File: src/include/uart_tx_defines.svh
`ifndef UART_TX_DEFINES_SVH
`define UART_TX_DEFINES_SVH

// Number of independent transmit channels
`define UART_NUM_CHANNELS 4

// Bytes per channel FIFO as a power of two
`define UART_FIFO_DEPTH 8

// Clock cycles per serial bit in place of clk / baud
`define UART_CLKS_PER_BIT 16

// Width of the saturating dropped-write counter
`define UART_DROP_WIDTH 8

`endif

File: src/verilog/uart_tx_pkg.sv
`include "uart_tx_defines.svh"
`default_nettype none

package uart_tx_pkg;

    // Channel index width is at least one bit
    localparam int CHAN_W = (`UART_NUM_CHANNELS > 1) ? $clog2(`UART_NUM_CHANNELS) : 1;

    typedef logic [7:0] byte_t;

    typedef logic [CHAN_W-1:0] chan_t;

    // One host write carrying a byte and its channel
    typedef struct packed {
        chan_t chan;
        byte_t data;
    } tx_req_t;

endpackage

`default_nettype wire

File: src/verilog/sync_fifo.sv
`include "uart_tx_defines.svh"
`default_nettype none

module sync_fifo
    import uart_tx_pkg::*;
#(
    parameter int DEPTH = `UART_FIFO_DEPTH
) (
    input  wire logic  clk,
    input  wire logic  rst_n,
    input  wire logic  push,
    input  wire byte_t push_data,
    input  wire logic  pop,
    output byte_t      rd_data,
    output logic       full,
    output logic       empty
);

    localparam int PTR_W = (DEPTH > 1) ? $clog2(DEPTH) : 1;
    localparam logic [PTR_W:0] CNT_FULL = (PTR_W + 1)'(DEPTH);

    byte_t            mem [DEPTH];
    logic [PTR_W-1:0] wr_ptr;
    logic [PTR_W-1:0] rd_ptr;
    logic [PTR_W:0]   count;
    logic [PTR_W:0]   count_next;
    logic             do_push;
    logic             do_pop;

    assign do_push = push && !full;  // Overflow never corrupts the buffer
    assign do_pop  = pop && !empty;

    always_comb begin
        count_next = count;
        if (do_push && !do_pop) begin
            count_next = count + 1'b1;
        end else if (do_pop && !do_push) begin
            count_next = count - 1'b1;
        end
    end

    // Storage and read data register
    always_ff @(posedge clk) begin
        if (do_push) begin
            mem[wr_ptr] <= push_data;
        end
        if (do_pop) begin
            rd_data <= mem[rd_ptr];  // Valid the cycle after pop
        end
    end

    always_ff @(posedge clk or negedge rst_n) begin
        if (!rst_n) begin
            wr_ptr <= '0;
            rd_ptr <= '0;
            count  <= '0;
            full   <= 1'b0;
            empty  <= 1'b1;
        end else begin
            if (do_push) begin
                wr_ptr <= wr_ptr + 1'b1;  // Wraps at DEPTH
            end
            if (do_pop) begin
                rd_ptr <= rd_ptr + 1'b1;
            end
            count <= count_next;
            full  <= (count_next == CNT_FULL);
            empty <= (count_next == '0);
        end
    end

    // Dispatcher must honour full
    a_no_push_full: assert property (@(posedge clk) disable iff (!rst_n) full |-> !push)
        else $error("sync_fifo: push while full");

    // Engine must honour empty
    a_no_pop_empty: assert property (@(posedge clk) disable iff (!rst_n) empty |-> !pop)
        else $error("sync_fifo: pop while empty");

endmodule

`default_nettype wire

File: src/verilog/uart_tx_engine.sv
`include "uart_tx_defines.svh"
`default_nettype none

module uart_tx_engine
    import uart_tx_pkg::*;
#(
    parameter int CLKS_PER_BIT = `UART_CLKS_PER_BIT
) (
    input  wire logic  clk,
    input  wire logic  rst_n,
    input  wire logic  empty,
    input  wire byte_t rd_data,
    output logic       pop,
    output logic       serial,
    output logic       busy
);

    localparam int CNT_W = (CLKS_PER_BIT > 1) ? $clog2(CLKS_PER_BIT) : 1;
    localparam logic [CNT_W-1:0] CNT_MAX = CNT_W'(CLKS_PER_BIT - 1);

    typedef enum logic [2:0] {
        S_IDLE,
        S_LOAD,
        S_START,
        S_DATA,
        S_PARITY,
        S_STOP
    } state_t;

    state_t           state;
    state_t           state_next;
    logic [CNT_W-1:0] baud_cnt;
    logic             baud_tick;
    logic [2:0]       bit_cnt;
    byte_t            shift_q;
    logic             parity_q;
    logic             serial_next;

    // Counter only runs while a bit is on the line
    always_ff @(posedge clk or negedge rst_n) begin
        if (!rst_n) begin
            baud_cnt <= '0;
        end else if (state == S_IDLE || state == S_LOAD) begin
            baud_cnt <= '0;
        end else if (baud_tick) begin
            baud_cnt <= '0;
        end else begin
            baud_cnt <= baud_cnt + 1'b1;
        end
    end

    assign baud_tick = (baud_cnt == CNT_MAX);

    // Data bit index
    always_ff @(posedge clk or negedge rst_n) begin
        if (!rst_n) begin
            bit_cnt <= '0;
        end else if (state != S_DATA) begin
            bit_cnt <= '0;
        end else if (baud_tick) begin
            bit_cnt <= bit_cnt + 1'b1;
        end
    end

    // Byte and its parity are captured in load
    always_ff @(posedge clk) begin
        if (state == S_LOAD) begin
            shift_q  <= rd_data;
            parity_q <= ^rd_data;  // Even parity
        end else if (state == S_DATA && baud_tick) begin
            shift_q <= {1'b0, shift_q[7:1]};  // LSB goes out first
        end
    end

    always_ff @(posedge clk or negedge rst_n) begin
        if (!rst_n) begin
            state <= S_IDLE;
        end else begin
            state <= state_next;
        end
    end

    always_comb begin
        state_next = state;
        pop        = 1'b0;
        case (state)
            S_IDLE: begin
                if (!empty) begin
                    pop        = 1'b1;  // rd_data ready in load
                    state_next = S_LOAD;
                end
            end
            S_LOAD: begin
                state_next = S_START;
            end
            S_START: begin
                if (baud_tick) begin
                    state_next = S_DATA;
                end
            end
            S_DATA: begin
                if (baud_tick && bit_cnt == 3'd7) begin
                    state_next = S_PARITY;
                end
            end
            S_PARITY: begin
                if (baud_tick) begin
                    state_next = S_STOP;
                end
            end
            S_STOP: begin
                if (baud_tick) begin
                    state_next = S_IDLE;
                end
            end
            default: begin
                state_next = S_IDLE;
            end
        endcase
    end

    // Line level for the current state
    always_comb begin
        case (state)
            S_START:  serial_next = 1'b0;
            S_DATA:   serial_next = shift_q[0];
            S_PARITY: serial_next = parity_q;
            default:  serial_next = 1'b1;  // Idle, load and stop
        endcase
    end

    always_ff @(posedge clk or negedge rst_n) begin
        if (!rst_n) begin
            serial <= 1'b1;
        end else begin
            serial <= serial_next;
        end
    end

    assign busy = (state != S_IDLE);

    // The start bit goes out two edges after a pop from idle
    a_pop_idle: assert property (@(posedge clk) disable iff (!rst_n)
        pop |-> !busy ##1 busy ##2 !serial)
        else $error("uart_tx_engine: pop outside idle or start bit late");

    // The serial register lags the state by one cycle but must already be high
    a_idle_high: assert property (@(posedge clk) disable iff (!rst_n) !busy |-> serial)
        else $error("uart_tx_engine: line low while not busy");

endmodule

`default_nettype wire

File: src/verilog/tx_dispatch.sv
`include "uart_tx_defines.svh"
`default_nettype none

module tx_dispatch
    import uart_tx_pkg::*;
(
    input  wire logic                          clk,
    input  wire logic                          rst_n,
    input  wire tx_req_t                       req,
    input  wire logic                          req_valid,
    input  wire logic [`UART_NUM_CHANNELS-1:0] full,
    output logic                               req_ready,
    output logic [`UART_NUM_CHANNELS-1:0]      push,
    output byte_t                              push_data,
    output logic [`UART_DROP_WIDTH-1:0]        drop_count
);

    localparam int NUM_CH = `UART_NUM_CHANNELS;

    logic drop;

    // An unknown channel is never ready
    always_comb begin
        req_ready = 1'b0;
        push      = '0;
        for (int i = 0; i < NUM_CH; i++) begin
            if (req.chan == chan_t'(i)) begin
                req_ready = !full[i];
                push[i]   = req_valid && !full[i];
            end
        end
    end

    assign push_data = req.data;  // Shared by all FIFOs
    assign drop      = req_valid && !req_ready;

    always_ff @(posedge clk or negedge rst_n) begin
        if (!rst_n) begin
            drop_count <= '0;
        end else if (drop && drop_count != '1) begin
            drop_count <= drop_count + 1'b1;  // Saturates
        end
    end

    a_one_push: assert property (@(posedge clk) disable iff (!rst_n) $onehot0(push))
        else $error("tx_dispatch: more than one push");

endmodule

`default_nettype wire

File: src/verilog/uart_tx_hub.sv
`include "uart_tx_defines.svh"
`default_nettype none

module uart_tx_hub
    import uart_tx_pkg::*;
(
    input  wire logic                          clk,
    input  wire logic                          rst_n,
    input  wire tx_req_t                       req,
    input  wire logic                          req_valid,
    output wire logic                          req_ready,
    output wire logic [`UART_NUM_CHANNELS-1:0] serial,
    output wire logic [`UART_NUM_CHANNELS-1:0] busy,
    output wire logic [`UART_DROP_WIDTH-1:0]   drop_count
);

    logic [`UART_NUM_CHANNELS-1:0] push;
    logic [`UART_NUM_CHANNELS-1:0] full;
    byte_t                         push_data;

    tx_dispatch u_dispatch (
        .clk        (clk),
        .rst_n      (rst_n),
        .req        (req),
        .req_valid  (req_valid),
        .full       (full),
        .req_ready  (req_ready),
        .push       (push),
        .push_data  (push_data),
        .drop_count (drop_count)
    );

    // One FIFO and one transmitter per channel
    for (genvar i = 0; i < `UART_NUM_CHANNELS; i++) begin : g_chan
        logic  pop;
        logic  empty;
        byte_t rd_data;

        sync_fifo #(
            .DEPTH (`UART_FIFO_DEPTH)
        ) u_fifo (
            .clk       (clk),
            .rst_n     (rst_n),
            .push      (push[i]),
            .push_data (push_data),
            .pop       (pop),
            .rd_data   (rd_data),
            .full      (full[i]),
            .empty     (empty)
        );

        uart_tx_engine #(
            .CLKS_PER_BIT (`UART_CLKS_PER_BIT)
        ) u_engine (
            .clk     (clk),
            .rst_n   (rst_n),
            .empty   (empty),
            .rd_data (rd_data),
            .pop     (pop),
            .serial  (serial[i]),  // Straight to the pin
            .busy    (busy[i])
        );
    end

endmodule

`default_nettype wire

File: config.mk
export PLATFORM = sky130hd
export DESIGN_NAME = uart_tx_hub
export DESIGN_NICKNAME = d
export VERILOG_FILES = /design/src/verilog/uart_tx_pkg.sv /design/src/verilog/sync_fifo.sv /design/src/verilog/uart_tx_engine.sv /design/src/verilog/tx_dispatch.sv /design/src/verilog/uart_tx_hub.sv
export VERILOG_INCLUDE_DIRS = /design/src /design/src/include
export SDC_FILE = /design/constraint.sdc
export NUM_CORES = 1
export LEC_CHECK = 0
export BUFFER_PORTS_ARGS = -buffer_cell sky130_fd_sc_hd__buf_2
export CORE_MARGIN = 2
export CORE_UTILIZATION = 55
export CTS_BUF_LIST = sky130_fd_sc_hd__clkbuf_8
export DETAILED_ROUTE_END_ITERATION = 8
export PLACE_DENSITY = 0.71
export SLEW_MARGIN = 20
export SYNTH_ARGS = -nofsm -noshare
export SYNTH_HDL_FRONTEND = slang
export SYNTH_SLANG_ARGS = --single-unit
File: constraint.sdc
create_clock -name clk -period 3.5 [get_ports clk]
set_input_delay 0.175 -clock clk [delete_from_list [all_inputs] [get_ports clk]]
set_output_delay 0.175 -clock clk [all_outputs]
set_load 0.05 [all_outputs]
# Word-level counts from Yosys, hierarchy flattened
# Memories as Yosys holds them, arrays and structs flattened. A register that Yosys moved wholly into a read port is not among the register bits.
# Index checks and enable logic that the tools add are counted.
[classes]
add_sub_neg = 25
eq_ne = 60
mux = 84
n_reduce_logical = 80
[ops]
columns = ["operator", "count"]
rows = [
  ["2-to-1 mux 3 bit", 28],
  ["one-hot mux 3 bit (6 select lines)", 4],
  ["2-to-1 mux 4 bit", 16],
  ["2-to-1 mux 8 bit", 8],
  ["adder 3 x 1 -> 3 bit (second input constant)", 12],
  ["equality test 3 bit (second input constant)", 12],
  ["adder 4 x 1 -> 4 bit (second input constant)", 8],
  ["equality test 4 bit (second input constant)", 8],
  ["XOR reduction 8 bit", 4],
  ["logical AND 1 bit", 30],
  ["equality test 3 x 2 -> 1 bit (second input constant)", 8],
  ["2-to-1 mux 1 bit", 24],
  ["!= test 2 x 1 -> 1 bit (second input constant)", 12],
  ["AND reduction 5 bit", 4],
  ["logical NOT 1 bit", 17],
  ["logical NOT 4 bit", 4],
  ["!= test 2 bit (second input constant)", 8],
  ["nonzero test 2 bit", 8],
  ["subtractor 4 x 1 -> 4 bit (second input constant)", 4],
  ["equality test 3 x 1 -> 1 bit (second input constant)", 4],
  ["logical NOT 3 bit", 4],
  ["!= test 3 x 2 -> 1 bit (second input constant)", 4],
  ["one-hot mux 1 bit (3 select lines)", 4],
  ["nonzero test 3 bit", 4],
  ["other kinds (6)", 10],
]
[totals]
regBits = 136
mem_bits_rw = 256
input_bits = 13
out_inout_bits = 17
word_cells = 298
mem_count = 4
[mem_list]
columns = ["memory", "words", "word_bits", "rd", "rd_ports_with_merged_regs", "write_ports", "line", "rtl"]
rows = [
  ["g_chan[0].u_fifo.mem", 8, 8, 1, 1, 1, "sync_fifo.sv:22", "byte_t mem [DEPTH];"],
  ["g_chan[1].u_fifo.mem", 8, 8, 1, 1, 1, "sync_fifo.sv:22", ""],
  ["g_chan[2].u_fifo.mem", 8, 8, 1, 1, 1, "sync_fifo.sv:22", ""],
  ["g_chan[3].u_fifo.mem", 8, 8, 1, 1, 1, "sync_fifo.sv:22", ""],
]

# Longest topological paths before layout
[logic_depth]
word_depth = 9
ltp_mapped = 7
ltp_nobuf = 6

# Cells and area by module
# From an unflattened synthesis, not the netlist that was laid out.
[hier_totals]
hier_cells = 1108
hier_area_um2 = 18322.6
[by_module_without_submodules]
columns = ["module", "instances", "cells_each", "area_per_inst_um2", "seq_area_each_um2"]
rows = [
  ["sync_fifo (g_chan[0].u_fifo ...)", 2, 182, 3460.8, 2463.6],
  ["sync_fifo (g_chan[2].u_fifo)", 1, 181, 3424.5, 2463.6],
  ["sync_fifo (g_chan[1].u_fifo)", 1, 180, 3360.7, 2463.6],
  ["uart_tx_engine (g_chan[1].u_engine ...)", 3, 85, 1024.7, 546.8],
  ["uart_tx_engine (g_chan[0].u_engine)", 1, 82, 1046.0, 546.8],
  ["tx_dispatch", 1, 46, 495.5, 200.2],
]

# Least setup slack after synthesis
# No wires, ideal clock.
[synth_path]
kind = "reg-to-reg"
from = "register u_dispatch.drop_count[0]"
to = "register u_dispatch.drop_count[1]"
t_arrival_ns = 2.128
required_ns = 3.375
path_slack_ns = 1.247
stages_incl_launch_ff = 5
n_path_buf = 0
synth_period_minus_slack_ns = 2.253
path_cell_list = "dfrtp_1 -> ha_1 -> nand3_1 -> o311ai_1 -> mux2_2"
[synth_via]
elab_chain_len = 2
word_cells_on_any_way = 3
cone_classes = "1 x add/sub; 1 x eq/ne; 1 x reduce/logical"
[synth_rtl]
columns = ["item", "line", "rtl"]
rows = [
  ["start, declared", "tx_dispatch.sv:15", "output logic [`UART_DROP_WIDTH-1:0] drop_count"],
  ["start signal, assigned", "tx_dispatch.sv:41", "drop_count <= drop_count + 1'b1;"],
  ["branches (longest 2 deep; another with adder 8 x 1 -> 8 bit)", "--", ""],
]
# Several ways; the timed one is not identified.
# A chain may end at the register's enable or synchronous reset.

# Final worst setup path
[layout_path]
from = "register g_chan[2].u_engine.state[0]"
to = "register g_chan[2].u_fifo.full"
[layout_via]
elab_chain_len = 7
word_cells_on_any_way = 9
cone_classes = "1 x eq/ne; 3 x mux; 5 x reduce/logical"
[layout_rtl]
columns = ["item", "line", "rtl"]
rows = [
  ["start, declared", "uart_tx_engine.sv:30", "state_t state;"],
  ["start signal, assigned", "uart_tx_engine.sv:79", "state <= state_next;"],
  ["logical NOT 3 bit *", "uart_tx_engine.sv:86", "case (state)"],
  ["2-to-1 mux 1 bit *", "uart_tx_engine.sv:86", ""],
  ["logical AND 1 bit *", "sync_fifo.sv:31", "assign do_pop = pop && !empty;"],
  ["logical AND 1 bit / logical NOT 1 bit (equally long branches)", "sync_fifo.sv:37, sync_fifo.sv:35", ""],
  ["2-to-1 mux 4 bit / logical AND 1 bit (equally long branches)", "sync_fifo.sv:37, sync_fifo.sv:35", ""],
  ["2-to-1 mux 4 bit *", "sync_fifo.sv:35", "if (do_push && !do_pop) begin"],
  ["equality test 4 bit *", "sync_fifo.sv:67", "full <= (count_next == CNT_FULL);"],
  ["end signal, assigned", "sync_fifo.sv:67", ""],
  ["end, declared", "sync_fifo.sv:15", "output logic full,"],
]
# Mark *: on every way between the ends. The rest lies on a longest branch, timed or not.

==> results.txt <==
Setup violations remaining at the end of the flow were counted as 0. Leaving out fill and tap cells, the most frequent cell in the layout is edfxtp_1. The post-synth net total came out at 1114. The total of warnings raised by yosys came out at 0.

The run finished with clean final reports. The number of global-route vias before repair is 9288. From left edge to right edge, the die measures about 180 um. The top cell types in the final layout, fill and taps aside, are 324 x edfxtp_1, 92 x dfrtp_1, 83 x clkbuf_8. Measured against its own limit, the worst slew margin works out to a little over two fifths. The initial antenna violation count is 0. The pin count of the biggest net entering global routing is 48.

The final critical path takes up 70.2% of the cycle. The number of different library cells in the post-synthesis netlist is 61. The detail route stage leaves a number of antenna-violating nets equal to 0.

TritonCTS built the clock tree. The power share of the sequential group is 49.7%. Port buffering added 29 buffers. The biggest area consumer among synthesized cells is edfxtp_1.

The area share of the largest cell type after synthesis came out at 55.0%. After detailed routing, the number of remaining DRC violations is 0. After routing, the total negative slack on setup checks comes to 0 ns.

In this run, the number of DRC markers left after iteration 0 of detailed routing was 623. STA classifies the critical path endpoint as a flop. The post-placement setup slack came out at 1.04 ns.

The HPWL after detailed placement came out at 18700 um. In the final routed layout, each cell accounts on average for 19.1 um. The initial utilization of the core area, before any placement, comes to 55.9%.

The data arrival time of the worst path is 2.91 ns. The layout overhead on the synthesized area is 10.7%. Setup repair after global routing left no endpoint under its margin. The maximum clock rate came out at 0.407 GHz. The switching power total is ~0.0038 W. The highest fanout seen on the critical path is 13. The combinational fraction of design power came out at 20.0%.

Global routing used 18.9% of the available tracks across all layers. The fraction of layout instances using a drive strength above 1 is 24.5%. The worst-case IR drop observed on VDD is 0.000330 V. No sink is reached through more buffers than the 3 on the longest clock path. The overall via count from detail_route is 9013.

The switching part of the total is between 20 and 30%. The total of cells resized after clock tree synthesis came out at 0. The number of flops mapped to enable cells by yosys came out at about 320. The path type of the worst min-delay path is in2reg. The placeable core region is ~32000 um2. By area the synthesized netlist is led by edfxtp_1 55%, dfrtp_1 13%, mux4_2 8.2%. The first TritonRoute pass finished after 4 iterations.

The synthesis-stage register bit count came out at about 420. The first global-routing pass estimated 49200 um of wire. The number of hold violations in the final report is 0. The tree is rooted in a clkbuf_8. The type of the setup path with the least slack is reg2reg. The final total power is 0.0135 W. The slew of the pin with the lowest slew margin is ~0.84 ns. The wire length reported by the detailed router is 30500 um. The count of pins on the block boundary is 30. The mean area per synthesized cell came out at 16.5 um2. The clock-pin slew on the worst setup and hold paths is 0.06 ns. The tool flagged a number of max-cap violations equal to 0. For the worst-skew pair, the clock arrives at the later sink with an insertion delay of 0.59 ns. The power density of the placed cells came out at 690 nW/um2.

In this run the static leakage power is around 6.9 nW. The part of the Yosys area used for sequential elements is 69.3%. TritonCTS created 70 clock buffers. The instance count of the mapped netlist came out at 1072. The kind of start point of the critical path is a flop. On the final layout, the worst clock skew is 0.0294 ns. The netlist area before placement is 17700 um2. The clock net in this run drives a total of around 420 sinks. In the synthesized netlist the async set-or-reset flop fraction comes to 23.6%. The total number of H-tree levels came out at 3. The number of slew-limit violations in the final report came out at 0. The die boundary height is 183 um. The cell internal power dissipation came out at a little under 0.01 W. The final critical-path required period is between 2 and 2.5 ns. The floorplan has 65 rows.

The via-per-instance ratio came out at 5.65. The total congestion overflow is 0. The final weighted congestion in routability-driven placement is ~0.77.

Among all flip-flop cells after synthesis, the most frequent one is edfxtp_1. The share of total power dissipated in the clock network is between 30 and 40%. The net total in the final layout came out at 1181. The smallest setup slack after layout is ~1.0 ns. The floorplan step defined a die boundary enclosing 33600 um2. The data required time of the worst path came out at 3.95 ns.
==> cells in the mapped netlist, drive strengths merged (5+ instances only) <==
library cell  instances
xor2                 13
dfstp                 8
nand2b               21
a21oi                17
nand3                16
nor4                  8
a211oi                5
edfxtp              324
clkbuf               31
mux2                 62
mux4                 65
ha                   29
dfrtp                92
nor2                 60
nand2                65
or3                  11
and3                 14
xnor2                58
a31oi                 6
buf                  25
nor2b                 6
and2                 13
inv                  23
o21ai                10
nor3                 35
==> worst max-delay path, stage by stage (launching register included) <==
cell and delay [ns]:
dfrtp_1 0.50, or4_1 0.72, nor4b_1 0.65, nor3_1 0.15, a2111oi_2 0.31
==> power by group through the flow <==
| stage | Sequential [W] | Combinational (W) | Clock (W) |
|---|---|---|---|
| global placement | 0.00678 | 0.00267 | 0 |
| detailed placement | 0.00680 | 0.00274 | 0 |
| finish | 0.00671 | 0.00270 | 0.00410 |
| global route | 0.00679 | 0.00301 | 0.00445 |
| floorplan | 0.00660 | 0.00221 | 0 |
| CTS | 0.00672 | 0.00275 | 0.00420 |
==> flip-flops by register name, indices dropped and copies added (netlist names) <==
signal                    count
g_chan.u_engine.shift_q      32
g_chan.u_fifo.rd_data        32
g_chan.u_fifo.full            4
u_dispatch.drop_count         8
g_chan.u_fifo.count          16
g_chan.u_fifo.rd_ptr         12
g_chan.u_engine.parity_q      4
g_chan.u_fifo.mem           256
g_chan.u_engine.state        12
g_chan.u_engine.bit_cnt      12
g_chan.u_engine.serial        4
g_chan.u_engine.baud_cnt     16
g_chan.u_fifo.empty           4
g_chan.u_fifo.wr_ptr         12
==> timing repair <==
item	CTS	global route
hold buffers	1	0
buffers inserted	0	0
hold endpoints to repair	45	0
==> per-layer routing <==
layer	track usage, %	part of all wire [%]	wire, um	vias up
li1	-	-	-	4217
met1	25.2	44	13500	4578
met2	31.1	50	15100	159
met3	3.85	3.9	1200	59
met4	6.98	2.3	706	0
met5	0	0	0	-
==> cells by family (layout without fill, tap and decap cells) <==
logic type	count (synthesis)	in the layout	synth area share, %
AOI/OAI and AO/OA	71	71	2.80
DFF	424	424	69.3
xor gates and xnor gates	71	71	3.52
and+or+nand+nor	269	269	7.91
other	0	1	0
adders and majority gates	29	29	2.05
buffers and inverters	79	199	2.10
muxes	129	129	12.4
==> per-stage QoR <==
stage	util (%)	cell area [um2]	std cells	hold slack (ns)
6_report	61.9	19600	1595	0.0718
5_1_grt	61.9	19600	1594	0.0965
4_1_cts	61.8	19600	1594	0.126
3_5_place_dp	57.6	18200	1468	0.237
3_3_place_gp	57.6	18200	1468	0.228
2_1_floorplan	-	17700	1072	-0.121
==> final timing paths <==
kind | end | depth (start not counted) | slack (ns) | from
max | g_chan[2].u_fifo.full | 4 | 1.04 | g_chan[2].u_engine.state[0]
min | u_dispatch.drop_count[0] | 3 | 0.07 | req_valid
max reg2reg | g_chan[2].u_fifo.full | 4 | 1.04 | g_chan[2].u_engine.state[0]
min reg2reg | g_chan[2].u_engine.baud_cnt[0] | 1 | 0.46 | g_chan[2].u_engine.baud_cnt[0]
max in group asynchronous | g_chan[3].u_engine.serial | 3 | 2.49 | rst_n
min in group asynchronous | g_chan[2].u_engine.bit_cnt[1] | 2 | 0.15 | rst_n
==> layout make-up <==
| type | instances | area [um2] |
|---|---|---|
| Antenna cell | 1 | 2.50 |
| Fill cell | 2271 | 12100 |
| Multi-Input combinational cell | 569 | 5080 |
| Timing Repair Buffer | 51 | 315 |
| Clock inverter | 42 | 204 |
| Clock buffer | 83 | 1140 |
| Sequential cell | 424 | 12200 |
| Tap cell | 402 | 503 |
| Inverter | 23 | 86.3 |
(Power assumes the default switching activity.)
